## config.mk

```make
export PLATFORM = sky130hd
export DESIGN_NAME = sys_top
export DESIGN_NICKNAME = d
export VERILOG_FILES = /design/src/design/sys_pkg.sv /design/src/design/bus_decoder.sv /design/src/design/ctrl_regs.sv /design/src/design/reset_seq.sv /design/src/design/sys_top.sv /design/src/design/timer_unit.sv
export SDC_FILE = /design/constraint.sdc
export NUM_CORES = 1
export LEC_CHECK = 0
export ABC_AREA = 1
export BUFFER_PORTS_ARGS = -buffer_cell sky130_fd_sc_hd__buf_4
export CORE_MARGIN = 3
export CORE_UTILIZATION = 49
export DETAILED_ROUTE_END_ITERATION = 8
export PLACE_DENSITY = 0.76
export SLEW_MARGIN = 20
export SYNTH_ARGS = -nofsm -noshare
export SYNTH_HDL_FRONTEND = slang
export SYNTH_SLANG_ARGS = --single-unit
export TNS_END_PERCENT = 50
```

## constraint.sdc

```tcl
create_clock -name clk_i -period 5.91 [get_ports clk_i]
set_input_delay 1.182 -clock clk_i [delete_from_list [all_inputs] [get_ports clk_i]]
set_output_delay 1.182 -clock clk_i [all_outputs]
set_load 0.1 [all_outputs]
```

## src/design/sys_pkg.sv

```systemverilog
`default_nettype none

package sys_pkg;

	// ############################################################
	// Bus and address map
	// ############################################################
	localparam int ADDR_W = 32;
	localparam int DATA_W = 32;

	localparam logic [ADDR_W-1:0] CTRL_BASE = 32'h8000_0180; // 64-byte control window.
	localparam int CTRL_MATCH_LSB = 6;
	localparam int REG_SEL_W = 4; // Word offset from address bits 5:2.

	localparam logic [REG_SEL_W-1:0] REG_GPIO     = 4'd0;
	localparam logic [REG_SEL_W-1:0] REG_T0_LOAD  = 4'd1;
	localparam logic [REG_SEL_W-1:0] REG_T1_LOAD  = 4'd2;
	localparam logic [REG_SEL_W-1:0] REG_CTRL     = 4'd3;
	localparam logic [REG_SEL_W-1:0] REG_IRQ_PEND = 4'd4;
	localparam logic [REG_SEL_W-1:0] REG_WDT_KICK = 4'd5;
	localparam logic [REG_SEL_W-1:0] REG_ID       = 4'd6;

	localparam logic [DATA_W-1:0] CTRL_ID = 32'h5359_5343;

	// ############################################################
	// Widths and reset values
	// ############################################################
	localparam int GPIO_W = 12;
	localparam int TIMER_W = 16;
	localparam int NUM_TIMERS = 2;
	localparam int WDT_W = 16;
	localparam int RST_STRETCH_W = 3; // Top bit sets after 4 cycles.

	localparam logic [WDT_W-1:0] WDT_TIMEOUT = 16'd200; // Short for simulation.

	// Enable bits in REG_CTRL.
	localparam int CTRL_W = 3;
	localparam int CTRL_T0_EN = 0;
	localparam int CTRL_T1_EN = 1;
	localparam int CTRL_WDT_EN = 2;

	localparam logic [GPIO_W-1:0] GPIO_RESET = '0;
	localparam logic [TIMER_W-1:0] TIMER_LOAD_RESET = 16'hffff;
	localparam logic [CTRL_W-1:0] CTRL_RESET = '0; // All counters stopped.

	localparam int IRQ_W = 32;
	localparam int IRQ_T0_BIT = 5;
	localparam int IRQ_T1_BIT = 6;

endpackage

`default_nettype wire

```

## src/design/bus_decoder.sv

```systemverilog
`timescale 1ns/1ns
`default_nettype none

module bus_decoder (
	input  wire logic                       sys_rst_i,
	input  wire logic                       bus_cyc_i,
	input  wire logic                       bus_stb_i,
	input  wire logic [sys_pkg::ADDR_W-1:0] bus_adr_i,
	input  wire logic                       slv_ack_i,
	input  wire logic [sys_pkg::DATA_W-1:0] slv_dat_i,
	output logic                            slv_stb_o,
	output logic                            bus_ack_o,
	output logic                            bus_err_o,
	output logic [sys_pkg::DATA_W-1:0]      bus_dat_o
);
	import sys_pkg::*;

	logic ctrl_hit;
	logic ctrl_sel;

	// ############################################################
	// Window match
	// ############################################################
	assign ctrl_hit =
		(bus_adr_i[ADDR_W-1:CTRL_MATCH_LSB] == CTRL_BASE[ADDR_W-1:CTRL_MATCH_LSB]);

	assign ctrl_sel = bus_cyc_i & ctrl_hit;

	assign slv_stb_o = ctrl_sel & bus_stb_i;

	// ############################################################
	// Response steering
	// ############################################################
	assign bus_ack_o = ctrl_sel & slv_ack_i;
	assign bus_dat_o = ctrl_sel ? slv_dat_i : '0; // Zero when idle.

	// Unmapped cycle answers in the strobe cycle.
	assign bus_err_o = bus_cyc_i & bus_stb_i & ~ctrl_hit & ~sys_rst_i;

endmodule

`default_nettype wire

```

## src/design/ctrl_regs.sv

```systemverilog
`timescale 1ns/1ns
`default_nettype none

module ctrl_regs (
	input  wire logic                          clk_i,
	input  wire logic                          reset_n,
	input  wire logic                          sys_rst_i,
	input  wire logic                          slv_stb_i,
	input  wire logic                          bus_we_i,
	input  wire logic [sys_pkg::REG_SEL_W-1:0] reg_sel_i,
	input  wire logic [sys_pkg::DATA_W-1:0]    bus_dat_i,
	input  wire logic                          t0_tick_i,
	input  wire logic                          t1_tick_i,
	output logic                               slv_ack_o,
	output logic [sys_pkg::DATA_W-1:0]         slv_dat_o,
	output logic [sys_pkg::GPIO_W-1:0]         gpio_o,
	output logic [sys_pkg::TIMER_W-1:0]        t0_load_o,
	output logic [sys_pkg::TIMER_W-1:0]        t1_load_o,
	output logic                               t0_en_o,
	output logic                               t1_en_o,
	output logic                               wdt_en_o,
	output logic                               wdt_kick_o,
	input  wire logic                          irq_block_i,
	output logic [sys_pkg::IRQ_W-1:0]          irq_n_o
);
	import sys_pkg::*;

	logic              wr_en;
	logic [CTRL_W-1:0] ctrl_q;
	logic [1:0]        irq_pend;
	logic [1:0]        pend_clr;

	// Writes only in the first strobe cycle.
	assign wr_en = slv_stb_i & bus_we_i & ~slv_ack_o;

	assign pend_clr = (wr_en && reg_sel_i == REG_IRQ_PEND) ? bus_dat_i[1:0] : 2'b00;

	// ############################################################
	// Register file
	// ############################################################
	always_ff @(posedge clk_i or negedge reset_n) begin
		if (!reset_n) begin
			slv_ack_o <= 1'b0;
			wdt_kick_o <= 1'b0;
			gpio_o <= GPIO_RESET;
			t0_load_o <= TIMER_LOAD_RESET;
			t1_load_o <= TIMER_LOAD_RESET;
			ctrl_q <= CTRL_RESET;
			irq_pend <= 2'b00;
		end else if (sys_rst_i) begin
			slv_ack_o <= 1'b0;
			wdt_kick_o <= 1'b0;
			gpio_o <= GPIO_RESET;
			t0_load_o <= TIMER_LOAD_RESET;
			t1_load_o <= TIMER_LOAD_RESET;
			ctrl_q <= CTRL_RESET;
			irq_pend <= 2'b00;
		end else begin
			slv_ack_o <= slv_stb_i & ~slv_ack_o;
			wdt_kick_o <= wr_en && (reg_sel_i == REG_WDT_KICK);
			if (wr_en) begin
				case (reg_sel_i)
					REG_GPIO:    gpio_o <= bus_dat_i[GPIO_W-1:0];
					REG_T0_LOAD: t0_load_o <= bus_dat_i[TIMER_W-1:0];
					REG_T1_LOAD: t1_load_o <= bus_dat_i[TIMER_W-1:0];
					REG_CTRL:    ctrl_q <= bus_dat_i[CTRL_W-1:0];
					default:     ;
				endcase
			end
			// Tick beats a clear in the same cycle.
			irq_pend <= (irq_pend & ~pend_clr) | {t1_tick_i, t0_tick_i};
		end
	end

	assign t0_en_o = ctrl_q[CTRL_T0_EN];
	assign t1_en_o = ctrl_q[CTRL_T1_EN];
	assign wdt_en_o = ctrl_q[CTRL_WDT_EN];

	// ############################################################
	// Read mux and interrupt vector
	// ############################################################
	always_comb begin
		slv_dat_o = '0;
		case (reg_sel_i)
			REG_GPIO:     slv_dat_o[GPIO_W-1:0] = gpio_o;
			REG_T0_LOAD:  slv_dat_o[TIMER_W-1:0] = t0_load_o;
			REG_T1_LOAD:  slv_dat_o[TIMER_W-1:0] = t1_load_o;
			REG_CTRL:     slv_dat_o[CTRL_W-1:0] = ctrl_q;
			REG_IRQ_PEND: slv_dat_o[1:0] = irq_pend;
			REG_ID:       slv_dat_o = CTRL_ID;
			default:      ; // Kick and holes read zero.
		endcase
	end

	always_comb begin
		irq_n_o = '1;
		irq_n_o[IRQ_T0_BIT] = ~(irq_pend[0] & ~irq_block_i);
		irq_n_o[IRQ_T1_BIT] = ~(irq_pend[1] & ~irq_block_i);
	end

endmodule

`default_nettype wire

```

## src/design/reset_seq.sv

```systemverilog
`timescale 1ns/1ns
`default_nettype none

module reset_seq (
	input  wire logic clk_i,
	input  wire logic reset_n,
	input  wire logic wdt_bite_i,
	output logic      sys_rst_o
);
	import sys_pkg::*;

	logic [RST_STRETCH_W-1:0] stretch_cnt;

	always_ff @(posedge clk_i or negedge reset_n) begin
		if (!reset_n) begin
			stretch_cnt <= '0;
		end else if (wdt_bite_i) begin
			stretch_cnt <= '0; // Same length as power-up.
		end else if (!stretch_cnt[RST_STRETCH_W-1]) begin
			stretch_cnt <= stretch_cnt + 1'b1;
		end
	end

	assign sys_rst_o = ~stretch_cnt[RST_STRETCH_W-1];

endmodule

`default_nettype wire

```

## src/design/sys_top.sv

```systemverilog
`timescale 1ns/1ns
`default_nettype none

module sys_top (
	input  wire logic                       clk_i,
	input  wire logic                       reset_n,
	input  wire logic                       bus_cyc_i,
	input  wire logic                       bus_stb_i,
	input  wire logic                       bus_we_i,
	input  wire logic [sys_pkg::ADDR_W-1:0] bus_adr_i,
	input  wire logic [sys_pkg::DATA_W-1:0] bus_dat_i,
	output logic [sys_pkg::DATA_W-1:0]      bus_dat_o,
	output logic                            bus_ack_o,
	output logic                            bus_err_o,
	input  wire logic                       irq_block_i,
	output logic [sys_pkg::GPIO_W-1:0]      gpio_o,
	output logic [sys_pkg::IRQ_W-1:0]       irq_n_o,
	output logic                            watchdog_o
);
	import sys_pkg::*;

	logic               sys_rst;
	logic               slv_stb;
	logic               slv_ack;
	logic [DATA_W-1:0]  slv_dat;
	logic [REG_SEL_W-1:0] reg_sel;
	logic [TIMER_W-1:0] t0_load;
	logic [TIMER_W-1:0] t1_load;
	logic               t0_en;
	logic               t1_en;
	logic               wdt_en;
	logic               wdt_kick;
	logic               t0_tick;
	logic               t1_tick;
	logic               wdt_bite;

	assign reg_sel = bus_adr_i[REG_SEL_W+1:2]; // Word offset in window.
	assign watchdog_o = wdt_bite;

	reset_seq reset_seq_i (
		.clk_i      (clk_i),
		.reset_n    (reset_n),
		.wdt_bite_i (wdt_bite),
		.sys_rst_o  (sys_rst)
	);

	bus_decoder bus_decoder_i (
		.sys_rst_i (sys_rst),
		.bus_cyc_i (bus_cyc_i),
		.bus_stb_i (bus_stb_i),
		.bus_adr_i (bus_adr_i),
		.slv_ack_i (slv_ack),
		.slv_dat_i (slv_dat),
		.slv_stb_o (slv_stb),
		.bus_ack_o (bus_ack_o),
		.bus_err_o (bus_err_o),
		.bus_dat_o (bus_dat_o)
	);

	ctrl_regs ctrl_regs_i (
		.clk_i       (clk_i),
		.reset_n     (reset_n),
		.sys_rst_i   (sys_rst),
		.slv_stb_i   (slv_stb),
		.bus_we_i    (bus_we_i),
		.reg_sel_i   (reg_sel),
		.bus_dat_i   (bus_dat_i),
		.t0_tick_i   (t0_tick),
		.t1_tick_i   (t1_tick),
		.slv_ack_o   (slv_ack),
		.slv_dat_o   (slv_dat),
		.gpio_o      (gpio_o),
		.t0_load_o   (t0_load),
		.t1_load_o   (t1_load),
		.t0_en_o     (t0_en),
		.t1_en_o     (t1_en),
		.wdt_en_o    (wdt_en),
		.wdt_kick_o  (wdt_kick),
		.irq_block_i (irq_block_i),
		.irq_n_o     (irq_n_o)
	);

	timer_unit timer_unit_i (
		.clk_i      (clk_i),
		.reset_n    (reset_n),
		.sys_rst_i  (sys_rst),
		.t0_load_i  (t0_load),
		.t1_load_i  (t1_load),
		.t0_en_i    (t0_en),
		.t1_en_i    (t1_en),
		.wdt_en_i   (wdt_en),
		.wdt_kick_i (wdt_kick),
		.t0_tick_o  (t0_tick),
		.t1_tick_o  (t1_tick),
		.wdt_bite_o (wdt_bite)
	);

endmodule

`default_nettype wire

```

## src/design/timer_unit.sv

```systemverilog
`timescale 1ns/1ns
`default_nettype none

module timer_unit (
	input  wire logic                        clk_i,
	input  wire logic                        reset_n,
	input  wire logic                        sys_rst_i,
	input  wire logic [sys_pkg::TIMER_W-1:0] t0_load_i,
	input  wire logic [sys_pkg::TIMER_W-1:0] t1_load_i,
	input  wire logic                        t0_en_i,
	input  wire logic                        t1_en_i,
	input  wire logic                        wdt_en_i,
	input  wire logic                        wdt_kick_i,
	output logic                             t0_tick_o,
	output logic                             t1_tick_o,
	output logic                             wdt_bite_o
);
	import sys_pkg::*;

	logic [TIMER_W-1:0]    tmr_load [NUM_TIMERS];
	logic [TIMER_W-1:0]    tmr_cnt [NUM_TIMERS];
	logic [NUM_TIMERS-1:0] tmr_en;
	logic [NUM_TIMERS-1:0] tmr_tick;
	logic [WDT_W-1:0]      wdt_cnt;

	assign tmr_load[0] = t0_load_i;
	assign tmr_load[1] = t1_load_i;
	assign tmr_en = {t1_en_i, t0_en_i};

	// ############################################################
	// Reload timers
	// ############################################################
	always_ff @(posedge clk_i or negedge reset_n) begin
		if (!reset_n) begin
			for (int i = 0; i < NUM_TIMERS; i++) begin
				tmr_cnt[i] <= '0;
			end
			tmr_tick <= '0;
		end else begin
			for (int i = 0; i < NUM_TIMERS; i++) begin
				if (sys_rst_i || !tmr_en[i]) begin
					tmr_cnt[i] <= tmr_load[i]; // Parked at load.
					tmr_tick[i] <= 1'b0;
				end else if (tmr_cnt[i] == '0) begin
					tmr_cnt[i] <= tmr_load[i];
					tmr_tick[i] <= 1'b1;
				end else begin
					tmr_cnt[i] <= tmr_cnt[i] - 1'b1;
					tmr_tick[i] <= 1'b0;
				end
			end
		end
	end

	assign t0_tick_o = tmr_tick[0];
	assign t1_tick_o = tmr_tick[1];

	// ############################################################
	// Watchdog
	// ############################################################
	always_ff @(posedge clk_i or negedge reset_n) begin
		if (!reset_n) begin
			wdt_cnt <= WDT_TIMEOUT;
			wdt_bite_o <= 1'b0;
		end else if (sys_rst_i || !wdt_en_i || wdt_kick_i) begin
			wdt_cnt <= WDT_TIMEOUT;
			wdt_bite_o <= 1'b0;
		end else begin
			// Holds at zero so the bite fires once.
			if (wdt_cnt != '0) begin
				wdt_cnt <= wdt_cnt - 1'b1;
			end
			wdt_bite_o <= (wdt_cnt == WDT_W'(1));
		end
	end

endmodule

`default_nettype wire

```

==> impl_metrics.py <==
metrics = {
    "yosys": {
        "synth_edf_count": 0,
        "synth.most_common_cell": "nand2_1",
        "syn_area_mm2": 0.006165,
        "synth_top_area_share_pct": 28.41,
        "synth-xor-area-share_pct": 3.836,
        "yosys-top-cells-area": "dfrtp_1, dfstp_2, nand2_1",
        "synth-simple-area-share_pct": 29.45,
        "synth_cell_types": 43,
        "async_flop_share_pct": 100.0,
        "avgSynthCellArea_um2": 7.764,
        "yosys.area_share.adder_pct": 1.421,
        "syn_inst": 794,
        "synth_common_cells": "nand2_1, nor2_1, inv_1, dfrtp_1, nand3_1",
        "synth_compound_area_share_pct": 9.560,
        "synth_ff_type": "dfrtp_1",
        "ys_ff_latch": 105,
        "muxShareOfSynthArea_pct": 0,
        "yosys.area.top_type": "dfrtp_1",
        "yosysSeqAreaShare_pct": 43.33,
        "synth_top_family_by_area": "simple AND/OR/NAND/NOR gates",
        "yosys_warnings": 0,
    },
    "sta": {
        "grt_setup_unrepaired": "false",
        "hold_viol_final": 0,
        "setup_tns_ps": 0,
        "tightest_slew_ps": 837.3,
        "setup_violations": 0,
        "fmax_ghz": 0.2390,
        "finalCriticalPeriod_ps": 4185,
        "fin_skew_ps": 5.094,
        "timing.final.crit_share_pct": 70.81,
        "setup_slack_ps": 1725,
        "slew_headroom_pct": 44.18,
        "slew_viol_final": 0,
    },
    "routing": {
        "met3_length_um": 1220,
        "drtIter0Drc": 339,
        "wire_per_inst_um": 14.46,
        "wl_um": 15080,
        "vias": 5355,
        "dr.pass1.iters": 4,
        "wl_met2_um": 7115,
        "top_layer": "met4",
        "drc": 0,
        "drtAntennaViolNets": 0,
        "viasPerCell": 5.134,
        "met1_length_um": 6557,
    },
    "critical_path": {
        "cp-endpoint": "bus_dat_o[19]",
        "crit_top_cell": "buf_4",
        "reg2reg_from": "reset_seq_i.stretch_cnt[2]$_DFF_PN0_",
        "crit_required_ps": 4730,
        "crit_path_start_kind": "input pin",
        "critical_path.slowest_cell": "nor2_1",
        "arrival_ps": 3000,
        "critPathKind": "input pin to output pin",
        "setup.worst_path.end_class": "output pin",
        "path_cells": "buf_4, or2_1, nor3_2, nand2_1, nor2_2, nand2_2, nor2_1, buf_4",
        "cp_slowest_stage_delay_ps": 480,
        "rrSetupSlack_ps": 3700,
        "crit_start": "bus_adr_i[15]",
        "cp_max_fo": 9,
        "r2r_cells": 8,
        "r2r_end": "timer_unit_i.wdt_cnt[6]$_DFFE_PN1P_",
    },
    "floorplan": {
        "die_area_mm2": 0.01396,
        "initial_utilization_pct": 50.69,
        "chipHeight_um": 118.2,
        "ios": 149,
        "die_w_um": 118.2,
        "core_area_mm2": 0.01216,
        "row_count": 40,
    },
    "grt": {
        "grt_pass1_vias": 5114,
        "grt_max_degree": 66,
        "antenna_found_initial": 0,
        "grt_pass1_wl_um": 25300,
        "grt_use_total_pct": 22.25,
        "overflow": 0,
    },
    "power": {
        "ir_drop_uv": 163.5,
        "pwr_density_cell_mw_per_mm2": 215.3,
        "leakage_nw": 3.431,
    },
    "clock_network": {
        "clockBufferDepth": 2,
        "cts_inserted_buffers": 9,
        "h-tree-depth": 3,
        "cts_tree": "yes",
        "clk_latency_ps": 360,
        "ctsHoldBuffers": 0,
        "cts.repair.resized": 0,
        "cts_setup_buffers": 0,
        "clockRootBuffer": "clkbuf_16",
        "clock_sinks": 105,
        "clk_transition_reported_paths_ps": 70,
    },
    "placement": {
        "port_buffers": 92,
        "gp_congestion": 0.8511,
        "dp_hpwl_um": 11020,
        "pre_cts_slack_ps": 1733,
        "post-place-cells": 1027,
    },
    "finish": {
        "stdcell_count": 1043,
        "drive_gt1_share_pct": 22.40,
        "nets": 947,
        "antennaDiodeCount": 0,
        "syn2layout_area_growth_pct": 14.63,
    },
    "flow_run": {
        "cap_violations": 0,
    },
    "run_status": {
        "status": "completed",
    },
    "min_path": {
        "hold_class": "register to register",
    },
}
-- cell type report --
cell class,count,area [µm²]
multi-input cells,579,2872
inverters,81,306.5
clock inverters,7,76.32
clock buffers,9,225.2
flip-flops and latches,105,2671
fillers,1138,5095
well taps,168,210.2
repair buffers,94,705.7
-- cells by family after synthesis --
family | Yosys count
AOI/OAI and AO/OA | 100
adders and majority gates | 7
DFF | 105
buffers and inverters | 146
and+or+nand+nor | 407
other | 2
xor gates and xnor gates | 27
-- how the worst min path moves through the flow --
stage / slack [ps] / start / endpoint / depth (start not counted)
6_report: 490 / reset_seq_i.stretch_cnt[0]$_DFFE_PN0P_ / reset_seq_i.stretch_cnt[0]$_DFFE_PN0P_ / 1
5_1_grt: 520 / ctrl_regs_i.t1_load_o[5]$_DFFE_PN1P_ / ctrl_regs_i.t1_load_o[5]$_DFFE_PN1P_ / 2
4_1_cts: 490 / reset_seq_i.stretch_cnt[0]$_DFFE_PN0P_ / reset_seq_i.stretch_cnt[0]$_DFFE_PN0P_ / 1
3_5_place_dp: 470 / reset_seq_i.stretch_cnt[0]$_DFFE_PN0P_ / reset_seq_i.stretch_cnt[0]$_DFFE_PN0P_ / 1
3_3_place_gp: 470 / reset_seq_i.stretch_cnt[0]$_DFFE_PN0P_ / reset_seq_i.stretch_cnt[0]$_DFFE_PN0P_ / 1
2_1_floorplan: 450 / reset_seq_i.stretch_cnt[0]$_DFFE_PN0P_ / reset_seq_i.stretch_cnt[0]$_DFFE_PN0P_ / 1
-- per-layer routing --
metal | vias to the layer above | track usage (%)
met5 | - | 0
met4 | 0 | 4.982
met3 | 18 | 6.746
met2 | 203 | 35.01
met1 | 2519 | 30.40
li1 | 2615 | -
-- worst max-delay path: cells and delay by family --
family / cells / cell delay (ps)
buffers and inverters: 2 / 500
and+or+nand+nor: 6 / 1310
-- layout by cell type, fill, tap and decap left out, types with 8 or more instances in the layout --
cell / synthesis / final
inv_1: 75 / 75
nor3_1: 10 / 10
nor2_1: 102 / 102
a21oi_1: 25 / 25
nand3_1: 55 / 55
buf_4: 48 / 94
dfstp_2: 35 / 35
or2_2: 17 / 17
xor2_1: 20 / 20
nand2_1: 179 / 179
nor2_2: 8 / 8
dfrtp_1: 70 / 70
o21ai_0: 44 / 44
nand4_1: 10 / 10
clkbuf_16: 0 / 9
conb_1: 2 / 38
-- registers in the layout, indices dropped and copies added, names as in the netlist, 2 cells and up --
signal	flops
timer_unit_i.tmr_cnt	32
ctrl_regs_i.ctrl_q	3
ctrl_regs_i.t1_load_o	16
ctrl_regs_i.gpio_o	12
ctrl_regs_i.t0_load_o	16
reset_seq_i.stretch_cnt	3
ctrl_regs_i.irq_pend	2
timer_unit_i.tmr_tick	2
timer_unit_i.wdt_cnt	16
-- report_power, final --
group	switching [W]	total, W	internal, W
Sequential	0.00000000000683	0.000719	0.000719
Clock	0.000286	0.000618	0.000332
Combinational	0.000151	0.000184	0.0000332
Total	0.000437	0.00152	0.00108
-- through the flow --
step / total power (W) / instance area [µm²] / hold slack [ps] / util, %
finish: 0.001522 / 7067 / 485.3 / 58.11
global route: 0.001564 / 7067 / 518.9 / 58.11
CTS: 0.001531 / 7067 / 487.3 / 58.11
detailed placement: 0.0009170 / 6765 / 473.7 / 55.63
global placement: 0.0009164 / 6765 / 467.8 / 55.63
floorplan: 0.0008826 / 6300 / 446.1 / -
Note: power is estimated with default switching activity, not from simulation.
